[src/rtl/spi_cfg.svh]
`ifndef SPI_CFG_SVH
`define SPI_CFG_SVH

//////////////////////////////////////////////////
// bus format

`define SPI_DATA_W   32 // widest word on the bus
`define SPI_DELAY_W  8  // setup and hold delays, in gclk cycles

//////////////////////////////////////////////////
// sck rates

// gclk cycles per sck half-period
`define SPI_HALF_DIV16   8
`define SPI_HALF_DIV32   16
`define SPI_HALF_DIV64   32
`define SPI_HALF_DIV128  64

`define SPI_HALF_W   7  // holds up to 64
`define SPI_EDGE_W   7  // 2 x 32 edges for the longest word

`endif

[src/rtl/spi_pkg.sv]
`include "spi_cfg.svh"

package spi_pkg;

    //////////////////////////////////////////////////
    // plain vectors

    typedef logic [`SPI_DATA_W-1:0]  spi_data_t;     // word on mosi or miso
    typedef logic [`SPI_DELAY_W-1:0] spi_delay_t;    // gclk cycles
    typedef logic [`SPI_EDGE_W-1:0]  spi_edge_cnt_t; // sck edges left in a frame
    typedef logic [`SPI_HALF_W-1:0]  spi_half_cnt_t; // gclk cycles in a half-period

    // bit 1 is cpol (idle level), bit 0 is cpha (1 = sample on trailing edge)
    typedef logic [1:0] spi_mode_t;

    // 0: 1/128, 1: 1/64, 2: 1/32, 3: 1/16 of gclk
    typedef logic [1:0] spi_rate_t;

    // 0: 32 bits, 1: 16, 2: 8, 3: 4
    typedef logic [1:0] spi_len_t;

    //////////////////////////////////////////////////
    // structs

    // one request from the host
    typedef struct packed {
        spi_mode_t  mode;
        spi_rate_t  rate;
        spi_len_t   len;
        spi_delay_t setup; // cs fall to first sck toggle
        spi_delay_t hold;  // last sck toggle to cs rise
        spi_data_t  tx;
    } spi_cmd_t;

    // strobes, high in the gclk cycle before sck toggles
    typedef struct packed {
        logic lead;  // sck leaves the idle level
        logic trail; // sck returns to the idle level
    } sck_edge_t;

    // frame sequencer
    typedef enum logic [1:0] {
        S_IDLE,
        S_SETUP,
        S_SHIFT,
        S_HOLD
    } seq_state_t;

endpackage

[src/rtl/spi_req_port.sv]
`timescale 1ns/10ps

module spi_req_port (
    input  logic                gclk_i,
    input  logic                nrst_i,
    // host side
    input  logic                req_i,
    input  spi_pkg::spi_cmd_t   cmd_i,
    output logic                ack_o,
    output spi_pkg::spi_data_t  rx_data_o,
    // core side
    output logic                start_o,
    output spi_pkg::spi_cmd_t   cmd_o,
    input  logic                frame_done_i,
    input  spi_pkg::spi_data_t  rx_word_i
);

    import spi_pkg::*;

    typedef enum logic [1:0] {
        H_IDLE, // waiting for req
        H_BUSY, // frame on the bus
        H_ACK   // ack held until req drops
    } hs_state_t;

    hs_state_t hs_q;
    logic      req_q;   // req as seen by the handshake fsm
    logic      start_q;
    logic      ack_q;
    spi_cmd_t  cmd_q;   // holds the sck idle level between frames
    spi_data_t rx_q;

    always_ff @(posedge gclk_i) begin
        if (!nrst_i) begin
            hs_q    <= H_IDLE;
            req_q   <= 1'b0;
            start_q <= 1'b0;
            ack_q   <= 1'b0;
            cmd_q   <= '0;
        end else begin
            req_q   <= req_i;
            start_q <= 1'b0;
            case (hs_q)
                H_IDLE: if (req_q) begin
                    cmd_q   <= cmd_i;    // one latch per request
                    start_q <= 1'b1;
                    hs_q    <= H_BUSY;
                end
                H_BUSY: if (frame_done_i) begin
                    ack_q <= 1'b1;
                    hs_q  <= H_ACK;
                end
                H_ACK: if (!req_q) begin
                    ack_q <= 1'b0;
                    hs_q  <= H_IDLE;
                end
                default: hs_q <= H_IDLE;
            endcase
        end
    end

    // received word, stable for as long as ack is high
    always_ff @(posedge gclk_i) begin
        if (hs_q == H_BUSY && frame_done_i) begin
            rx_q <= rx_word_i;
        end
    end

    assign start_o   = start_q;
    assign cmd_o     = cmd_q;
    assign ack_o     = ack_q;
    assign rx_data_o = rx_q;

    // host must still hold req when the frame completes
    a_ack_needs_req: assert property (@(posedge gclk_i) disable iff (!nrst_i)
        $rose(ack_o) |-> $past(req_i));

endmodule

[src/rtl/spi_sck_gen.sv]
`timescale 1ns/10ps
`include "spi_cfg.svh"

module spi_sck_gen (
    input  logic                gclk_i,
    input  logic                nrst_i,
    input  spi_pkg::spi_mode_t  mode_i,
    input  spi_pkg::spi_rate_t  rate_i,
    input  logic                run_i,
    output logic                sck_o,
    output spi_pkg::sck_edge_t  edge_o
);

    import spi_pkg::*;

    spi_half_cnt_t half;     // half-period for the selected rate
    spi_half_cnt_t last_cnt;
    spi_half_cnt_t cnt_q;
    logic          sck_q;
    logic          fire;     // sck toggles at the next edge

    //////////////////////////////////////////////////
    // half-period select

    always_comb begin
        case (rate_i)
            2'd0:    half = spi_half_cnt_t'(`SPI_HALF_DIV128);
            2'd1:    half = spi_half_cnt_t'(`SPI_HALF_DIV64);
            2'd2:    half = spi_half_cnt_t'(`SPI_HALF_DIV32);
            default: half = spi_half_cnt_t'(`SPI_HALF_DIV16);
        endcase
    end

    assign last_cnt = half - 1'b1;
    assign fire     = run_i && (cnt_q == last_cnt);

    //////////////////////////////////////////////////
    // divider and sck level

    always_ff @(posedge gclk_i) begin
        if (!nrst_i) begin
            cnt_q <= '0;
            sck_q <= 1'b0;
        end else if (!run_i) begin
            cnt_q <= last_cnt;   // first toggle comes straight after run rises
            sck_q <= mode_i[1];  // park at cpol
        end else if (fire) begin
            cnt_q <= '0;
            sck_q <= ~sck_q;
        end else begin
            cnt_q <= cnt_q + 1'b1;
        end
    end

    // leading edge moves sck away from cpol
    assign edge_o.lead  = fire && (sck_q == mode_i[1]);
    assign edge_o.trail = fire && (sck_q != mode_i[1]);
    assign sck_o        = sck_q;

    // rate and polarity hold still while sck runs
    a_cfg_stable_while_run: assert property (@(posedge gclk_i) disable iff (!nrst_i)
        (run_i && $past(run_i)) |-> ($stable(mode_i) && $stable(rate_i)));

endmodule

[src/rtl/spi_sequencer.sv]
`timescale 1ns/10ps
`include "spi_cfg.svh"

module spi_sequencer (
    input  logic                gclk_i,
    input  logic                nrst_i,
    input  logic                start_i,
    input  spi_pkg::spi_cmd_t   cmd_i,
    input  spi_pkg::sck_edge_t  edge_i,
    output logic                cs_n_o,
    output logic                sck_run_o,
    output logic                load_o,
    output logic                frame_done_o
);

    import spi_pkg::*;

    seq_state_t    state_q;
    spi_delay_t    dly_q;    // shared by setup and hold
    spi_edge_cnt_t edge_q;   // sck edges still to come
    spi_edge_cnt_t n_edges;
    logic          cs_n_q;
    logic          done_q;
    logic          strobe;

    // counter runs down to 0 and a delay of 0 acts as 1
    function automatic spi_delay_t dly_load(input spi_delay_t d);
        spi_delay_t v;
        v = (d == '0) ? '0 : d - 1'b1;
        return v;
    endfunction

    assign n_edges = spi_edge_cnt_t'((2 * `SPI_DATA_W) >> cmd_i.len); // 64, 32, 16 or 8
    assign strobe  = edge_i.lead | edge_i.trail;

    //////////////////////////////////////////////////
    // frame fsm

    always_ff @(posedge gclk_i) begin
        if (!nrst_i) begin
            state_q <= S_IDLE;
            dly_q   <= '0;
            edge_q  <= '0;
            cs_n_q  <= 1'b1;
            done_q  <= 1'b0;
        end else begin
            done_q <= 1'b0;
            if (strobe) begin
                edge_q <= edge_q - 1'b1;
            end
            case (state_q)
                S_IDLE: if (start_i) begin
                    cs_n_q  <= 1'b0;
                    dly_q   <= dly_load(cmd_i.setup);
                    edge_q  <= n_edges;
                    state_q <= S_SETUP;
                end
                S_SETUP: begin
                    if (dly_q == '0) begin
                        state_q <= S_SHIFT;  // first toggle lands on this edge
                    end else begin
                        dly_q <= dly_q - 1'b1;
                    end
                end
                S_SHIFT: if (strobe && edge_q == spi_edge_cnt_t'(1)) begin
                    dly_q   <= dly_load(cmd_i.hold);
                    state_q <= S_HOLD;
                end
                S_HOLD: begin
                    if (dly_q == '0) begin
                        cs_n_q  <= 1'b1;
                        done_q  <= 1'b1;
                        state_q <= S_IDLE;
                    end else begin
                        dly_q <= dly_q - 1'b1;
                    end
                end
                default: state_q <= S_IDLE;
            endcase
        end
    end

    // sck starts in the last setup cycle so the toggle meets the setup count
    assign sck_run_o    = (state_q == S_SETUP && dly_q == '0) || (state_q == S_SHIFT);
    assign load_o       = start_i && (state_q == S_IDLE); // shifter loads as cs falls
    assign cs_n_o       = cs_n_q;
    assign frame_done_o = done_q;

    // sck must stay quiet outside the cs window
    a_no_edge_cs_high: assert property (@(posedge gclk_i) disable iff (!nrst_i)
        (edge_i.lead || edge_i.trail) |-> !cs_n_o);

endmodule

[src/rtl/spi_shifter.sv]
`timescale 1ns/10ps
`include "spi_cfg.svh"

module spi_shifter (
    input  logic                gclk_i,
    input  logic                nrst_i,
    input  logic                load_i,
    input  spi_pkg::spi_mode_t  mode_i,
    input  spi_pkg::spi_len_t   len_i,
    input  spi_pkg::spi_data_t  tx_i,
    input  spi_pkg::sck_edge_t  edge_i,
    input  logic                miso_i,
    output logic                mosi_o,
    output spi_pkg::spi_data_t  rx_word_o
);

    import spi_pkg::*;

    spi_data_t tx_aligned; // active bits moved to the top
    spi_data_t tx_sr;
    spi_data_t rx_sr;
    logic      mosi_q;
    logic      launch;
    logic      sample;

    assign tx_aligned = tx_i << (`SPI_DATA_W - (`SPI_DATA_W >> len_i));

    // cpha 0 launches on trail, cpha 1 on lead
    assign launch = mode_i[0] ? edge_i.lead  : edge_i.trail;
    assign sample = mode_i[0] ? edge_i.trail : edge_i.lead;

    //////////////////////////////////////////////////
    // mosi line

    always_ff @(posedge gclk_i) begin
        if (!nrst_i) begin
            mosi_q <= 1'b0;
        end else if (load_i) begin
            // cpha 0 needs the msb out before the first edge
            mosi_q <= mode_i[0] ? 1'b0 : tx_aligned[`SPI_DATA_W-1];
        end else if (launch) begin
            mosi_q <= tx_sr[`SPI_DATA_W-1];
        end
    end

    //////////////////////////////////////////////////
    // shift registers

    always_ff @(posedge gclk_i) begin
        if (load_i) begin
            if (mode_i[0]) begin
                tx_sr <= tx_aligned;
            end else begin
                tx_sr <= {tx_aligned[`SPI_DATA_W-2:0], 1'b0}; // msb already on the line
            end
            rx_sr <= '0;
        end else begin
            if (launch) begin
                tx_sr <= {tx_sr[`SPI_DATA_W-2:0], 1'b0};
            end
            if (sample) begin
                rx_sr <= {rx_sr[`SPI_DATA_W-2:0], miso_i}; // fills from the lsb
            end
        end
    end

    assign mosi_o    = mosi_q;
    assign rx_word_o = rx_sr;

endmodule

[src/rtl/spi_master_top.sv]
`timescale 1ns/10ps

module spi_master_top (
    input  logic                gclk_i,
    input  logic                nrst_i,
    input  logic                req_i,
    input  spi_pkg::spi_cmd_t   cmd_i,
    output logic                ack_o,
    output spi_pkg::spi_data_t  rx_data_o,
    input  logic                miso_i,
    output logic                mosi_o,
    output logic                sck_o,
    output logic                cs_n_o
);

    import spi_pkg::*;

    logic      start;
    logic      frame_done;
    logic      load;
    logic      sck_run;
    spi_cmd_t  cmd;        // latched request
    spi_data_t rx_word;
    sck_edge_t sck_edge;

    //////////////////////////////////////////////////
    // host handshake

    spi_req_port u_req_port (
        .gclk_i       (gclk_i),
        .nrst_i       (nrst_i),
        .req_i        (req_i),
        .cmd_i        (cmd_i),
        .ack_o        (ack_o),
        .rx_data_o    (rx_data_o),
        .start_o      (start),
        .cmd_o        (cmd),
        .frame_done_i (frame_done),
        .rx_word_i    (rx_word)
    );

    //////////////////////////////////////////////////
    // bus side

    spi_sck_gen u_sck_gen (
        .gclk_i (gclk_i),
        .nrst_i (nrst_i),
        .mode_i (cmd.mode),
        .rate_i (cmd.rate),
        .run_i  (sck_run),
        .sck_o  (sck_o),
        .edge_o (sck_edge)
    );

    spi_sequencer u_sequencer (
        .gclk_i       (gclk_i),
        .nrst_i       (nrst_i),
        .start_i      (start),
        .cmd_i        (cmd),
        .edge_i       (sck_edge),
        .cs_n_o       (cs_n_o),
        .sck_run_o    (sck_run),
        .load_o       (load),
        .frame_done_o (frame_done)
    );

    spi_shifter u_shifter (
        .gclk_i    (gclk_i),
        .nrst_i    (nrst_i),
        .load_i    (load),
        .mode_i    (cmd.mode),
        .len_i     (cmd.len),
        .tx_i      (cmd.tx),
        .edge_i    (sck_edge),
        .miso_i    (miso_i),
        .mosi_o    (mosi_o),
        .rx_word_o (rx_word)
    );

endmodule

[config.mk]
export PLATFORM = sky130hd
export DESIGN_NAME = spi_master_top
export DESIGN_NICKNAME = d
export VERILOG_FILES = /design/src/rtl/spi_pkg.sv /design/src/rtl/spi_req_port.sv /design/src/rtl/spi_sck_gen.sv /design/src/rtl/spi_sequencer.sv /design/src/rtl/spi_shifter.sv /design/src/rtl/spi_master_top.sv
export VERILOG_INCLUDE_DIRS = /design/src /design/src/rtl
export SDC_FILE = /design/constraint.sdc
export NUM_CORES = 1
export LEC_CHECK = 0
export ABC_AREA = 1
export BUFFER_PORTS_ARGS = -buffer_cell sky130_fd_sc_hd__buf_2
export CORE_UTILIZATION = 55
export DETAILED_ROUTE_END_ITERATION = 10
export PLACE_DENSITY = 0.76
export RECOVER_POWER = 100
export SKIP_CTS_REPAIR_TIMING = 1
export SLEW_MARGIN = 20
export SYNTH_ARGS = -nofsm -noshare
export SYNTH_HDL_FRONTEND = slang
export SYNTH_SLANG_ARGS = --single-unit
[constraint.sdc]
create_clock -name gclk_i -period 7.09 [get_ports gclk_i]
set_input_delay 1.0635 -clock gclk_i [delete_from_list [all_inputs] [get_ports gclk_i]]
set_output_delay 1.0635 -clock gclk_i [all_outputs]
set_load 0.005 [all_outputs]
Word-level counts from Yosys, hierarchy flattened --
Cells that the tools add are included.
Cells by class: add/sub/neg operators 7, bitwise logic cells 2, reduce and logical (&&, ||, !) cells 26, div/mod/pow operators 0, shifts and indexed selects 3, order comparisons 0, eq/ne operators 20, multiply operators 0, muxes and demuxes 39
Operator list (number):
- $mux W32 | 3
- $mux W8 | 5
- $mux W7 | 5
- $shl A32 B32 Y32 | 1
- $shr A6 B2 Y32 const A | 1
- $sub A7 B32 Y32 const A | 1
- $logic_not A8 Y1 | 3
- $pmux W8 S3 | 1
- $sub A8 B1 Y8 const B | 3
- $pmux W7 S3 | 1
- $mux W2 | 7
- $sub A7 B1 Y7 const B | 2
- $mux W1 | 13
- $reduce_and A3 Y1 | 4
- $ne A2 B1 Y1 const B | 5
- $eq A2 B2 Y1 const B | 4
- $ne A2 B2 Y1 const B | 4
- $pmux W2 S4 | 1
- $add A7 B1 Y7 const B | 1
- $eq A7 B1 Y1 const B | 1
- $eq A7 B7 Y1 | 1
- $logic_and A1 B1 Y1 | 7
- $shr A7 B2 Y7 const A | 1
- $eq A2 B1 Y1 const B | 3
- 12 further kinds | 19
Storage, ports and cells: latch bits 0, output and inout port bits 36, register bits 183, memories kept 0, memory bits (writable) 0, memory bits (read-only) 0, logic and storage cells 118, bits of input ports 58

Depth between registers and ports, before layout --
Gate-level depths: netlist of the first run.
depth after elaboration 10, depth in mapped cells 13, depth with buffers taken out 13

Modules after synthesis --
Synthesis of the first run repeated with hierarchy kept, for this count alone.
Unflattened totals: cell total of the unflattened synthesis 1078, area, all modules 8710.9 µm²
Modules (own cells, without submodules):
- spi_req_port | seq. area each 2142.1 µm², cells an instance 349, area each 3362.0 µm², times used 1
- spi_shifter | seq. area each 1621.6 µm², cells an instance 389, area each 3131.8 µm², times used 1
- spi_sequencer | seq. area each 380.4 µm², cells an instance 265, area each 1682.9 µm², times used 1
- spi_sck_gen | seq. area each 160.2 µm², cells an instance 75, area each 534.3 µm², times used 1

Worst setup path before layout of the first run --
Ideal clock, no wire load.
kind reg2reg, start point reg u_sequencer.state_q[0], end point reg u_shifter.tx_sr[0], enable pin, buffers on the path 1, period minus slack after synthesis 2444 ps, setup slack 4646 ps, data required time 6522 ps, arrival time 1876 ps, cell stages (with the launch flop) 6, library setup time 568 ps, cell sequence dfxtp_1 > inv_1 > ha_1 > nand2_1 > clkbuf_1 > nand3_1
Between the ends: cells in the longest elaborated chain, start to end 7, elaborated cells on any way between the ends 11, classes of those cells eq/ne (2); mux (1); reduce/logical (8)
RTL lines:
- start: declaration | line spi_sequencer.sv:18 | seq_state_t state_q;
- start signal: assignment | line spi_sequencer.sv:41 | state_q <= S_IDLE;
- start signal: assignment | line spi_sequencer.sv:56 | state_q <= S_SETUP;
- start signal: assignment | line spi_sequencer.sv:60 | state_q <= S_SHIFT;
- $eq A2 B1 Y1 | line spi_sequencer.sv:84 | assign sck_run_o = (state_q == S_SETUP && dly_q == '0) || (state_q == S_SHIFT);
- $logic_and A1 B1 Y1 | line spi_sequencer.sv:84
- $logic_or A1 B1 Y1 | line spi_sequencer.sv:84
- $logic_and A1 B1 Y1 | line spi_sck_gen.sv:35 | assign fire = run_i && (cnt_q == last_cnt);
- $logic_and A1 B1 Y1, on equally long branches | line spi_sck_gen.sv:57, spi_sck_gen.sv:56
- $mux W1 | line spi_shifter.sv:29 | assign launch = mode_i[0] ? edge_i.lead : edge_i.trail;
- $reduce_bool A2 Y1 (no source line) (*)
- end signal: assignment | line spi_shifter.sv:52 | tx_sr <= tx_aligned;
- end signal: assignment | line spi_shifter.sv:54 | tx_sr <= {tx_aligned[`SPI_DATA_W-2:0], 1'b0};
- end signal: assignment | line spi_shifter.sv:59 | tx_sr <= {tx_sr[`SPI_DATA_W-2:0], 1'b0};
- end: declaration | line spi_shifter.sv:20 | spi_data_t tx_sr;
Mark *: on every way between the ends. The rest lies on a longest branch, timed or not. A chain may end at the register's enable or synchronous reset.

==> out/qor.csv, run 1 <==
stage,metric,value,unit
clock_tree,cts_root_buffer,clkbuf_16,
logic_synthesis,yosysUniqueCellTypes,38,
run_status,violations,"max-capacitance violations, max-slew violations",
critical_path,required,7.47,ns
clock_tree,clock-sinks,183,
logic_synthesis,synth_seq_cells,183,
critical_path,worst_r2r_endpoint,u_shifter.mosi_o,
sta,fmax,255,MHz
drt,drt_first_pass_iters,7,
logic_synthesis,synth_fp_nets,1055,
sta,period_needed,3.92,ns
cells_and_area,final_nets,1125,
clock_tree,clk_latency,0.44,ns
flow_run,maxCapViolCount,3,
drt,routedWlPerCell,14.3,µm
die,die_height,124,µm
place,globalplace.congestion,0.895,
drt,drt-initial-drc-count,728,
die,start_util,56.4,%
pwr,powerDensity,329,nW/µm²
drt,vias,6865,
sta,worst_slack,3.17,ns
global_route,grt.total_usage,24.3,%
critical_path,r2r_cells,11,
sta,rsz0062_at_grt,false,
logic_synthesis,yosysWarnings,0,
cells_and_area,area_growth_syn_to_layout,12.8,%
cells_and_area,drive_gt1_share,11.4,%
critical_path,critPathKind,in -> reg,
die,chipWidth,124,µm
sta,finalHoldViolations,0,
die,placementRows,44,
logic_synthesis,syn_avg_cell_area,8.38,µm²
drt,ant_nets,0,
die,die_area,15400,µm²
logic_synthesis,synth_ff_type,dfxtp_1,
logic_synthesis,synthesis.instances,978,
pwr,p_leak,3.69,nW
logic_synthesis,async_flop_share,0,%
drt,post-route-drc-count,0,
die,core,14500,µm²
critical_path,ff2ff_setup_slack,3.44,ns
logic_synthesis,netlist.area_leader.share,29.1,%
place,dpl_cell_area,8690,µm²
place,io_buffers,93,
sta,skew,0.00802,ns
global_route,grt_pass1_wl,29000,µm
global_route,antenna_found_initial,0,
run_status,status,finished with violations,
cells_and_area,final_cells,1245,
min_path,hp-class,reg -> reg,
cells_and_area,antennaDiodeCount,0,
logic_synthesis,synth_top_area_cell,dfxtp_1,
sta,period_share,55.3,%
min_path,min_from,u_shifter.rx_word_o[31],
logic_synthesis,yosysMostFrequentCell,nand2_1,
logic_synthesis,syn_area,8190,µm²
logic_synthesis,yosysSeqAreaShare,52.5,%
sta,fin_tns_setup,0,ns
clock_tree,clk_pin_slew_worst_paths,0.07,ns
place,dp_hpwl,11800,µm
logic_synthesis,synth_area_leaders,"dfxtp_1, edfxtp_1, nand2_1",
sta,slew_headroom,-65.8,%
drt,drt-total-wl,17700,µm
sta,drv_slew,149,
global_route,grt_max_degree,81,
sta,tightest_slew,2.49,ns
critical_path,critPathMaxFanout,71,
die,io_pins,94,
critical_path,cp.arrival,4.30,ns
drt,viasPerCell,5.51,
global_route,grt_pass1_vias,5989,
clock_tree,htreeDepth,4,
sta,finalSetupViolCount,0,
clock_tree,numCtsBuffers,17,
cells_and_area,fin_area,9250,µm²
logic_synthesis,synth_top_cells_by_count,"nand2_1, nor2_1, dfxtp_1, o21ai_0, inv_1",
logic_synthesis,synth_edf_count,64,
pwr,ir_drop,0.217,mV
critical_path,cp-end-kind,register,
place,detailedPlace.worstSlack,4.54,ns
min_path,hold_end,u_req_port.rx_data_o[31],
clock_tree,clock_path_buffers,2,
place,dp_cells,1213,
min_path,hold_depth,0,
critical_path,r2r-start,u_sequencer.state_q[0],
clock_tree,cts_tree,yes,
global_route,grt_overflow,0,
critical_path,start_kind,primary input,
[power by group]
group	switching, mW	internal [mW]
Clock	0.432	0.532
Sequential	0.0864	1.21
Combinational	0.517	0.264
Total	1.03	2.01
[worst max-delay path by stage]
stage / slack, ns / cells past startpoint / endpoint / from
final: 3.17 / 6 / u_sequencer.edge_q[6] / nrst_i
after global routing: 2.59 / 6 / u_sequencer.edge_q[6] / nrst_i
after CTS: 4.47 / 12 / u_shifter.rx_word_o[14] / u_sequencer.dly_q[0]
after detailed placement: 4.54 / 12 / u_shifter.rx_word_o[2] / u_sequencer.dly_q[0]
after global placement: 4.61 / 12 / u_shifter.rx_word_o[0] / u_sequencer.dly_q[0]
after floorplan: 4.65 / 5 / u_shifter.tx_sr[0] / u_sequencer.state_q[0]
[layout by cell type, fill, tap and decap left out, types with 2 or more instances in the layout]
| cell | instances |
|---|---|
| a21oi_1 | 71 |
| a22o_1 | 3 |
| buf_2 | 63 |
| clkbuf_1 | 33 |
| clkbuf_16 | 18 |
| clkinvlp_4 | 3 |
| dfxtp_1 | 119 |
| edfxtp_1 | 64 |
| ha_1 | 19 |
| inv_1 | 89 |
| inv_2 | 6 |
| inv_6 | 2 |
| inv_8 | 5 |
| nand2_1 | 185 |
| nand2_2 | 4 |
| nand3_1 | 68 |
| nand3_2 | 4 |
| nand4_1 | 6 |
| nor2_1 | 121 |
| nor2_2 | 3 |
| nor3_1 | 3 |
| o211ai_1 | 7 |
| o21ai_0 | 101 |
| o221ai_1 | 28 |
| o22ai_1 | 3 |
| or2_2 | 3 |
| xnor2_1 | 4 |
| xor2_1 | 10 |
[state kept, by name (all words and copies together), names as in the netlist, 2 cells and up]
signal and flops:
u_req_port.cmd_o 54, u_req_port.rx_data_o 32, u_sequencer.edge_q 7, u_sck_gen.cnt_q 7, u_shifter.rx_word_o 32, u_shifter.tx_sr 32, u_sequencer.dly_q 8, u_req_port.hs_q 2
u_sequencer.state_q 2
[critical path: stages]
cell and delay (ns):
buf_2 0.07, clkbuf_1 1.76, inv_1 0.85, o21ai_0 0.40, nand2_1 0.08, inv_1 0.05
[through the flow]
step                      util, %  power [mW]  hold WS, ns
final                        63.6        3.04        0.461
after global routing         63.6        3.22        0.480
after CTS                    64.1        3.05        0.461
after detailed placement     59.8        2.09        0.443
after global placement       59.8        2.07        0.429
after floorplan                 -        1.90        0.409
[layer usage]
layer | vias up | track usage, % | wire [µm]
met5 | - | 0 | 0
met4 | 0 | 8.11 | 224
met3 | 23 | 4.26 | 1170
met2 | 289 | 38.8 | 8170
met1 | 3127 | 33.3 | 8180
li1 | 3426 | - | -
[cell type report]
cell class                      instances  area [µm²]
Fill cell                            1266        5290
Clock buffer                           19         464
Sequential cell                       183        4300
Clock inverter                         13         151
Multi-Input combinational cell        652        3280
Inverter                               97         365
Tap cell                              184         230
Timing Repair Buffer                   97         447
[cells by family after synthesis]
group,Yosys count,share of synthesized area (%)
adders and majority gates,19,2.90
DFF,183,52.5
buffers and inverters,143,7.24
AOI/OAI and AO/OA,218,15.1
xor gates and xnor gates,14,1.50
and+or+nand+nor,401,20.7
No activity file was read; power rests on OpenSTA's default activity.
==> run 2: changes to the inputs <==
Settings changed: CORE_UTILIZATION 55 to 53.
Clock period 7.09 ns to 3.5 ns, I/O delays scaled along.
==> run 2 against run 1 <==
  * The run now ends clean
  * Sequential power is 100% higher
  * Final cell count is 0.64% higher
  * Utilization is 2.4 points lower
  * First-iteration DRC count is 16% lower
  * Register-to-register slack worse by 2.6 ns
  * Via count is 1.8% lower
  * Non-clock buffer count is 4 higher
  * Largest cell class unchanged
==> out/qor.csv, run 2 (synthesized netlist as in run 1, its figures left out) <==
stage,metric,value,unit,change
pwr,power.total,6.09,mW,was 3.04 mW
die,placementRows,45,,was 44
critical_path,start_kind,register,,was primary input
die,core,15100,µm²,"was 14,500 µm²"
clock_tree,htreeDepth,4,,unchanged
place,globalplace.congestion,0.892,,was 0.895
sta,slew_headroom,25.5,%,was -65.8%
sta,period_needed,2.70,ns,
cells_and_area,drive_gt1_share,13.1,%,was 11.4%
drt,ant_nets,0,,unchanged
place,dp_hpwl,11800,µm,about the same
global_route,grt_overflow,0,,unchanged
global_route,grt_pass1_vias,5987,,"was 5,989"
global_route,met1_usage,32.2,%,was 33.3%
pwr,ir_drop,0.477,mV,was 0.217 mV
global_route,antenna_found_initial,0,,unchanged
run_status,status,finished clean,,was finished with violations
sta,drv_slew,0,,was 149
drt,drt-initial-drc-count,608,,was 728
pwr,seq_power_share,43.0,%,was 42.7%
pwr,p_leak,3.72,nW,was 3.69 nW
cells_and_area,layout_commonest_cell,nand2_1,,unchanged
clock_tree,clk_pin_slew_worst_paths,0.07,ns,about the same
global_route,grt.total_usage,22.6,%,was 24.3%
drt,routedWlPerCell,13.7,µm,was 14.3 µm
pwr,p_clk_share,31.2,%,was 31.7%
sta,period_share,77.2,%,
critical_path,critPathKind,reg -> reg,,was in -> reg
die,start_util,54.1,%,was 56.4%
pwr,p_switching,2.09,mW,was 1.03 mW
cells_and_area,antennaDiodeCount,0,,unchanged
sta,rsz0062_at_grt,false,,unchanged
pwr,swShare,34.3,%,was 34.0%
drt,vias,6742,,"was 6,865"
critical_path,r2r-start,u_sequencer.dly_q[0],,was u_sequencer.state_q[0]
die,die_area,16000,µm²,"was 15,400 µm²"
cells_and_area,final_nets,1129,,"was 1,125"
min_path,hp-class,in -> reg,,was reg -> reg
global_route,grtUsageMet3,4.26,%,about the same
global_route,busiest_layer,met2,,unchanged
cells_and_area,largest_reg_flops,54,,unchanged
drt,post-route-drc-count,0,,unchanged
cells_and_area,fill_cells,1318,,"was 1,266"
pwr,comb_power_share,25.8,%,was 25.7%
sta,tightest_slew,1.12,ns,was 2.49 ns
die,io_pins,94,,unchanged
flow_run,maxCapViolCount,0,,was 3
critical_path,crit_start,u_sequencer.dly_q[0],,was nrst_i
min_path,min_from,req_i,,was u_shifter.rx_word_o[31]
drt,drt_first_pass_iters,5,,was 7
pwr,p_int,4.00,mW,was 2.01 mW
global_route,grt_max_degree,63,,was 81
sta,fmax,370,MHz,
clock_tree,numCtsBuffers,17,,unchanged
place,io_buffers,93,,unchanged
cells_and_area,mostFrequentLayoutCells,"nand2_1, nor2_1, dfxtp_1",,unchanged
sta,fin_tns_setup,0,ns,unchanged
sta,finalSetupViolCount,0,,unchanged
critical_path,worst_r2r_endpoint,u_sequencer.dly_q[2],,was u_shifter.mosi_o
die,die_height,126,µm,was 124 µm
drt,viasPerCell,5.38,,was 5.51
sta,finalHoldViolations,0,,unchanged
critical_path,cp.arrival,3.02,ns,was 4.30 ns
drt,drt-total-wl,17200,µm,"was 17,700 µm"
clock_tree,cts_tree,yes,,unchanged
critical_path,required,3.82,ns,was 7.47 ns
sta,skew,0.00748,ns,was 0.00802 ns
critical_path,ff2ff_setup_slack,0.80,ns,was 3.44 ns
pwr,powerDensity,657,nW/µm²,was 329 nW/µm²
cells_and_area,finish.utilization,61.2,%,was 63.6%
clock_tree,clock-sinks,183,,unchanged
critical_path,critPathMaxFanout,16,,was 71
critical_path,cp-end-kind,register,,unchanged
clock_tree,clk_latency,0.44,ns,about the same
cells_and_area,area_growth_syn_to_layout,13.2,%,was 12.8%
global_route,grt.met2_usage,34.6,%,was 38.8%
critical_path,r2r_cells,11,,unchanged
clock_tree,clock_path_buffers,2,,unchanged
clock_tree,cts_root_buffer,clkbuf_16,,unchanged
global_route,grt_pass1_wl,28900,µm,"was 29,000 µm"
critical_path,endpoint,u_sequencer.dly_q[2],,was u_sequencer.edge_q[6]
die,chipWidth,126,µm,was 124 µm
[run 2: changes by cell type in the layout (fill, tap and decap cells not counted), sizes merged]
cell | before | now
clkinvlp | 4 | 1
clkinv | 3 | 8
buf | 64 | 85
inv | 102 | 101
clkbuf | 52 | 34
[run 2: worst min-delay path by stage]
stage	slack [ns]	end	depth (start not counted)
finish	0.27	u_req_port.req_q	3
global route	0.29	u_req_port.req_q	3
CTS	0.26	u_req_port.req_q	3
detailed placement	0.44	u_req_port.rx_data_o[31]	0
global placement	0.44	u_req_port.rx_data_o[31]	0
floorplan	0.41	u_req_port.rx_data_o[31]	0
[run 2: area by class of cell]
| class | instances | area (µm²) | area share (%) |
|---|---|---|---|
| clock buffers | 18 | 429 | 4.63 |
| flip-flops and latches | 183 | 4300 | 46.4 |
| clock inverters | 14 | 166 | 1.79 |
| inverters | 97 | 367 | 3.95 |
| repair buffers | 101 | 500 | 5.40 |
| well taps | 188 | 235 | 2.54 |
| multi-input cells | 652 | 3270 | 35.3 |
[run 2: routing by layer]
| layer | part of all wire (%) | vias to the layer above |
|---|---|---|
| li1 | - | 3431 |
| met1 | 49 | 3086 |
| met2 | 45 | 205 |
| met3 | 4.9 | 20 |
| met4 | 1.4 | 0 |
| met5 | 0 | - |
[run 2: worst max-delay path, cell delays in order (launching register included)]
cell     delay (ns)
dfxtp_1        0.31
inv_1          0.13
ha_1           0.18
inv_1          0.06
nor2_1         0.12
nand3_2        0.08
nand2_1        0.19
nand2_1        0.25
o21ai_0        0.38
nand3_1        0.52
nor2_1         0.28
nor2_1         0.09
[run 2: power groups by stage]
stage / sequential, mW / combinational, mW / clock, mW
after detailed placement: 2.66 / 1.57 / 0
after floorplan: 2.62 / 1.24 / 0
after global placement: 2.65 / 1.55 / 0
after global routing: 2.65 / 1.81 / 2.02
final: 2.62 / 1.57 / 1.90
after CTS: 2.62 / 1.58 / 1.93
[run 2: through the flow]
step           hold slack (ns)  setup slack, ns  std cells  cell area (µm²)
4_1_cts                  0.261             1.14       1253             9330
3_3_place_gp             0.435             1.25       1221             8730
3_5_place_dp             0.438             1.16       1221             8730
5_1_grt                  0.294            0.429       1253             9270
2_1_floorplan            0.409             1.06        978             8190
6_report                 0.270            0.797       1253             9270
==> run 3: changes to the inputs <==
Settings changed: ABC_AREA 1 to 0, CORE_UTILIZATION 53 to 55.
Clock period 3.5 ns to 2.7 ns, I/O delays scaled along.
==> run 3 against run 2 <==
  * Fmax is 15% higher
  * Global-route usage is 0.12 points higher
  * Die area is 3.0% lower
  * Critical endpoint is now u_shifter.mosi_o
  * Sequential cell count stayed put
==> out/qor.csv, run 3 <==
stage,metric,value,unit,change
global_route,antenna_found_initial,0,,unchanged
sta,whs,0.181,ns,was 0.270 ns
drt,drt_first_pass_iters,5,,unchanged
critical_path,worst_r2r_endpoint,u_shifter.mosi_o,,was u_sequencer.dly_q[2]
clock_tree,htreeDepth,4,,unchanged
min_path,hp-class,in -> reg,,unchanged
sta,rsz0062_at_grt,false,,unchanged
die,placementRows,44,,was 45
critical_path,r2r_cells,7,,was 11
logic_synthesis,yosysWarnings,0,,unchanged
die,core,14600,µm²,"was 15,100 µm²"
logic_synthesis,yosysSeqAreaShare,52.2,%,was 52.5%
clock_tree,clock-sinks,183,,unchanged
critical_path,r2r-start,u_sequencer.dly_q[0],,unchanged
sta,fmax,424,MHz,was 370 MHz
critical_path,slowest_stage,a2111oi_2,,was nand3_1
place,dp_hpwl,11400,µm,"was 11,800 µm"
cells_and_area,multi_input_area,3650,µm²,was 3270 µm²
die,die_area,15500,µm²,"was 16,000 µm²"
critical_path,start_kind,register,,unchanged
sta,period_share,87.4,%,was 77.2%
critical_path,critPathMaxStageDelay,0.66,ns,was 0.52 ns
pwr,ir_drop,0.474,mV,was 0.477 mV
clock_tree,clk_latency,0.43,ns,was 0.44 ns
sta,slew_headroom,29.0,%,was 25.5%
logic_synthesis,yosysUniqueCellTypes,69,,was 38
logic_synthesis,synth_edf_count,64,,unchanged
critical_path,critPathKind,reg -> reg,,unchanged
pwr,p_switching,2.45,mW,was 2.09 mW
cells_and_area,finish.utilization,64.2,%,was 61.2%
cells_and_area,antennaDiodeCount,0,,unchanged
sta,skew,0.00859,ns,was 0.00748 ns
logic_synthesis,synth_seq_cells,183,,unchanged
logic_synthesis,synth_ff_type,dfxtp_1,,unchanged
critical_path,crit_family,compound AO/OA/AOI/OAI gates,,was simple AND/OR/NAND/NOR gates
logic_synthesis,synthesis.instances,885,,was 978
die,die_height,124,µm,was 126 µm
sta,period_needed,2.36,ns,was 2.70 ns
die,start_util,56.5,%,was 54.1%
critical_path,ff2ff_setup_slack,0.34,ns,was 0.80 ns
cells_and_area,largest_reg_flops,54,,unchanged
place,globalplace.congestion,0.863,,was 0.892
critical_path,cp-end-kind,register,,unchanged
global_route,grt_pass1_wl,28700,µm,"was 28,900 µm"
die,io_pins,94,,unchanged
cells_and_area,drive_gt1_share,14.6,%,was 13.1%
logic_synthesis,netlist.area_leader.share,28.9,%,was 29.1%
logic_synthesis,synth_top_area_cell,dfxtp_1,,unchanged
global_route,grt_pass1_vias,5998,,"was 5,987"
drt,drt-total-wl,16700,µm,"was 17,200 µm"
critical_path,path_buf_inv,1,,was 2
global_route,grt_max_degree,56,,was 63
pwr,p_leak,3.57,nW,was 3.72 nW
sta,tightest_slew,1.07,ns,was 1.12 ns
sta,worst_slack,0.341,ns,was 0.797 ns
clock_tree,clock_path_buffers,2,,unchanged
pwr,seq_power_share,44.3,%,was 43.0%
cells_and_area,fill_cells,1233,,"was 1,318"
sta,finalSetupViolCount,0,,unchanged
cells_and_area,mostFrequentLayoutCells,"nand2_1, dfxtp_1, a21oi_1",,"was nand2_1, nor2_1, dfxtp_1"
sta,drv_slew,0,,unchanged
global_route,grt.total_usage,22.7,%,was 22.6%
sta,finalHoldViolations,0,,unchanged
pwr,p_int,5.18,mW,was 4.00 mW
pwr,comb_power_share,25.5,%,was 25.8%
critical_path,cp.arrival,2.68,ns,was 3.02 ns
critical_path,required,3.02,ns,was 3.82 ns
drt,viasPerCell,5.54,,was 5.38
logic_synthesis,syn_avg_cell_area,9.32,µm²,was 8.38 µm²
global_route,grt_overflow,0,,unchanged
cells_and_area,area_growth_syn_to_layout,13.5,%,was 13.2%
place,io_buffers,93,,unchanged
drt,ant_nets,0,,unchanged
critical_path,crit_start,u_sequencer.dly_q[0],,unchanged
drt,routedWlPerCell,14.5,µm,was 13.7 µm
logic_synthesis,synth_area_leaders,"dfxtp_1, edfxtp_1, nand2_1",,unchanged
flow_run,maxCapViolCount,0,,unchanged
cells_and_area,final_cells,1157,,"was 1,253"
drt,drt-initial-drc-count,511,,was 608
clock_tree,clk_pin_slew_worst_paths,0.07,ns,about the same
critical_path,critPathMaxFanout,5,,was 16
cells_and_area,final_nets,1037,,"was 1,129"
clock_tree,cts_tree,yes,,unchanged
logic_synthesis,syn_area,8250,µm²,was 8190 µm²
pwr,power.total,7.64,mW,was 6.09 mW
place,dpl_cell_area,8880,µm²,was 8730 µm²
sta,fin_tns_setup,0,ns,unchanged
logic_synthesis,synth_top_cells_by_count,"nand2_1, dfxtp_1, a21oi_1, edfxtp_1, o21ai_0",,"was nand2_1, nor2_1, dfxtp_1, o21ai_0, inv_1"
logic_synthesis,synth_fp_nets,962,,"was 1,055"
pwr,swShare,32.1,%,was 34.3%
die,chipWidth,124,µm,was 126 µm
run_status,status,finished clean,,unchanged
cells_and_area,fin_area,9360,µm²,was 9270 µm²
place,detailedPlace.worstSlack,0.452,ns,was 1.16 ns
cells_and_area,layout_commonest_cell,nand2_1,,unchanged
logic_synthesis,yosysMostFrequentCell,nand2_1,,unchanged
pwr,p_clk_share,30.2,%,was 31.2%
logic_synthesis,async_flop_share,0,%,unchanged
critical_path,worstPathCellList,inv_1 -> ha_1 -> nor3b_1 -> a31oi_1 -> a2111oi_2 -> nor3_1 -> nor4_1,,was inv_1 -> ha_1 -> inv_1 -> nor2_1 -> nand3_2 -> nand2_1 -> nand2_1 -> o21ai_0 -> nand3_1 -> nor2_1 -> nor2_1
pwr,powerDensity,816,nW/µm²,was 657 nW/µm²
place,dp_cells,1125,,"was 1,221"
drt,vias,6406,,"was 6,742"
critical_path,endpoint,u_shifter.mosi_o,,was u_sequencer.dly_q[2]
critical_path,cp.depth,7,,was 11
clock_tree,cts_root_buffer,clkbuf_16,,unchanged
clock_tree,numCtsBuffers,17,,unchanged
cells_and_area,seq_area,4310,µm²,was 4300 µm²
drt,post-route-drc-count,0,,unchanged
run 3: worst reg2reg max path, cell delays in order, from the launching register on:
cell       delay, ns
dfxtp_1         0.33
inv_1           0.14
ha_1            0.16
nor3b_1         0.35
a31oi_1         0.26
a2111oi_2       0.66
nor3_1          0.10
nor4_1          0.25
run 3: final cells by class:
| class | instances | share of cell area [%] |
|---|---|---|
| clock buffers | 20 | 4.77 |
| clock inverters | 12 | 1.10 |
| inverters | 19 | 0.762 |
| multi-input cells | 632 | 39.0 |
| flip-flops and latches | 183 | 46.0 |
| well taps | 184 | 2.46 |
| repair buffers | 107 | 5.92 |
run 3: power by group through the flow:
stage                     clock, mW  sequential [mW]  combinational (mW)
after detailed placement          0             3.44                1.96
after CTS                      2.35             3.38                1.99
after global routing           2.47             3.42                2.19
after floorplan                   0             3.36                1.55
final                          2.31             3.38                1.95
after global placement            0             3.43                1.93
run 3: logic make-up (layout without fill, tap and decap cells):
family / Yosys count / count (layout) / synth area share [%]
buffers and inverters: 70 / 158 / 3.31
and+or+nand+nor: 331 / 331 / 17.5
xor gates and xnor gates: 23 / 23 / 2.53
adders and majority gates: 19 / 19 / 2.88
DFF: 183 / 183 / 52.2
AOI/OAI and AO/OA: 215 / 215 / 15.6
muxes: 44 / 44 / 5.95
run 3: how the worst min path moves through the flow:
stage | from | cells after the start | slack [ns] | to
floorplan | u_shifter.rx_word_o[31] | 0 | 0.41 | u_req_port.rx_data_o[31]
CTS | req_i | 2 | 0.17 | u_req_port.req_q
global placement | u_shifter.rx_word_o[31] | 0 | 0.42 | u_req_port.rx_data_o[31]
finish | req_i | 2 | 0.18 | u_req_port.req_q
global route | req_i | 2 | 0.19 | u_req_port.req_q
detailed placement | u_shifter.rx_word_o[31] | 0 | 0.42 | u_req_port.rx_data_o[31]
run 3: metal layers:
metal / GRT usage [%] / vias up / part of all wire [%] / wire, µm
li1: - / 3246 / - / -
met1: 31.6 / 2976 / 48 / 8010
met4: 7.65 / 0 / 1.4 / 233
met2: 36.0 / 164 / 47 / 7800
met3: 3.78 / 20 / 4.2 / 701
met5: 0 / - / 0 / 0
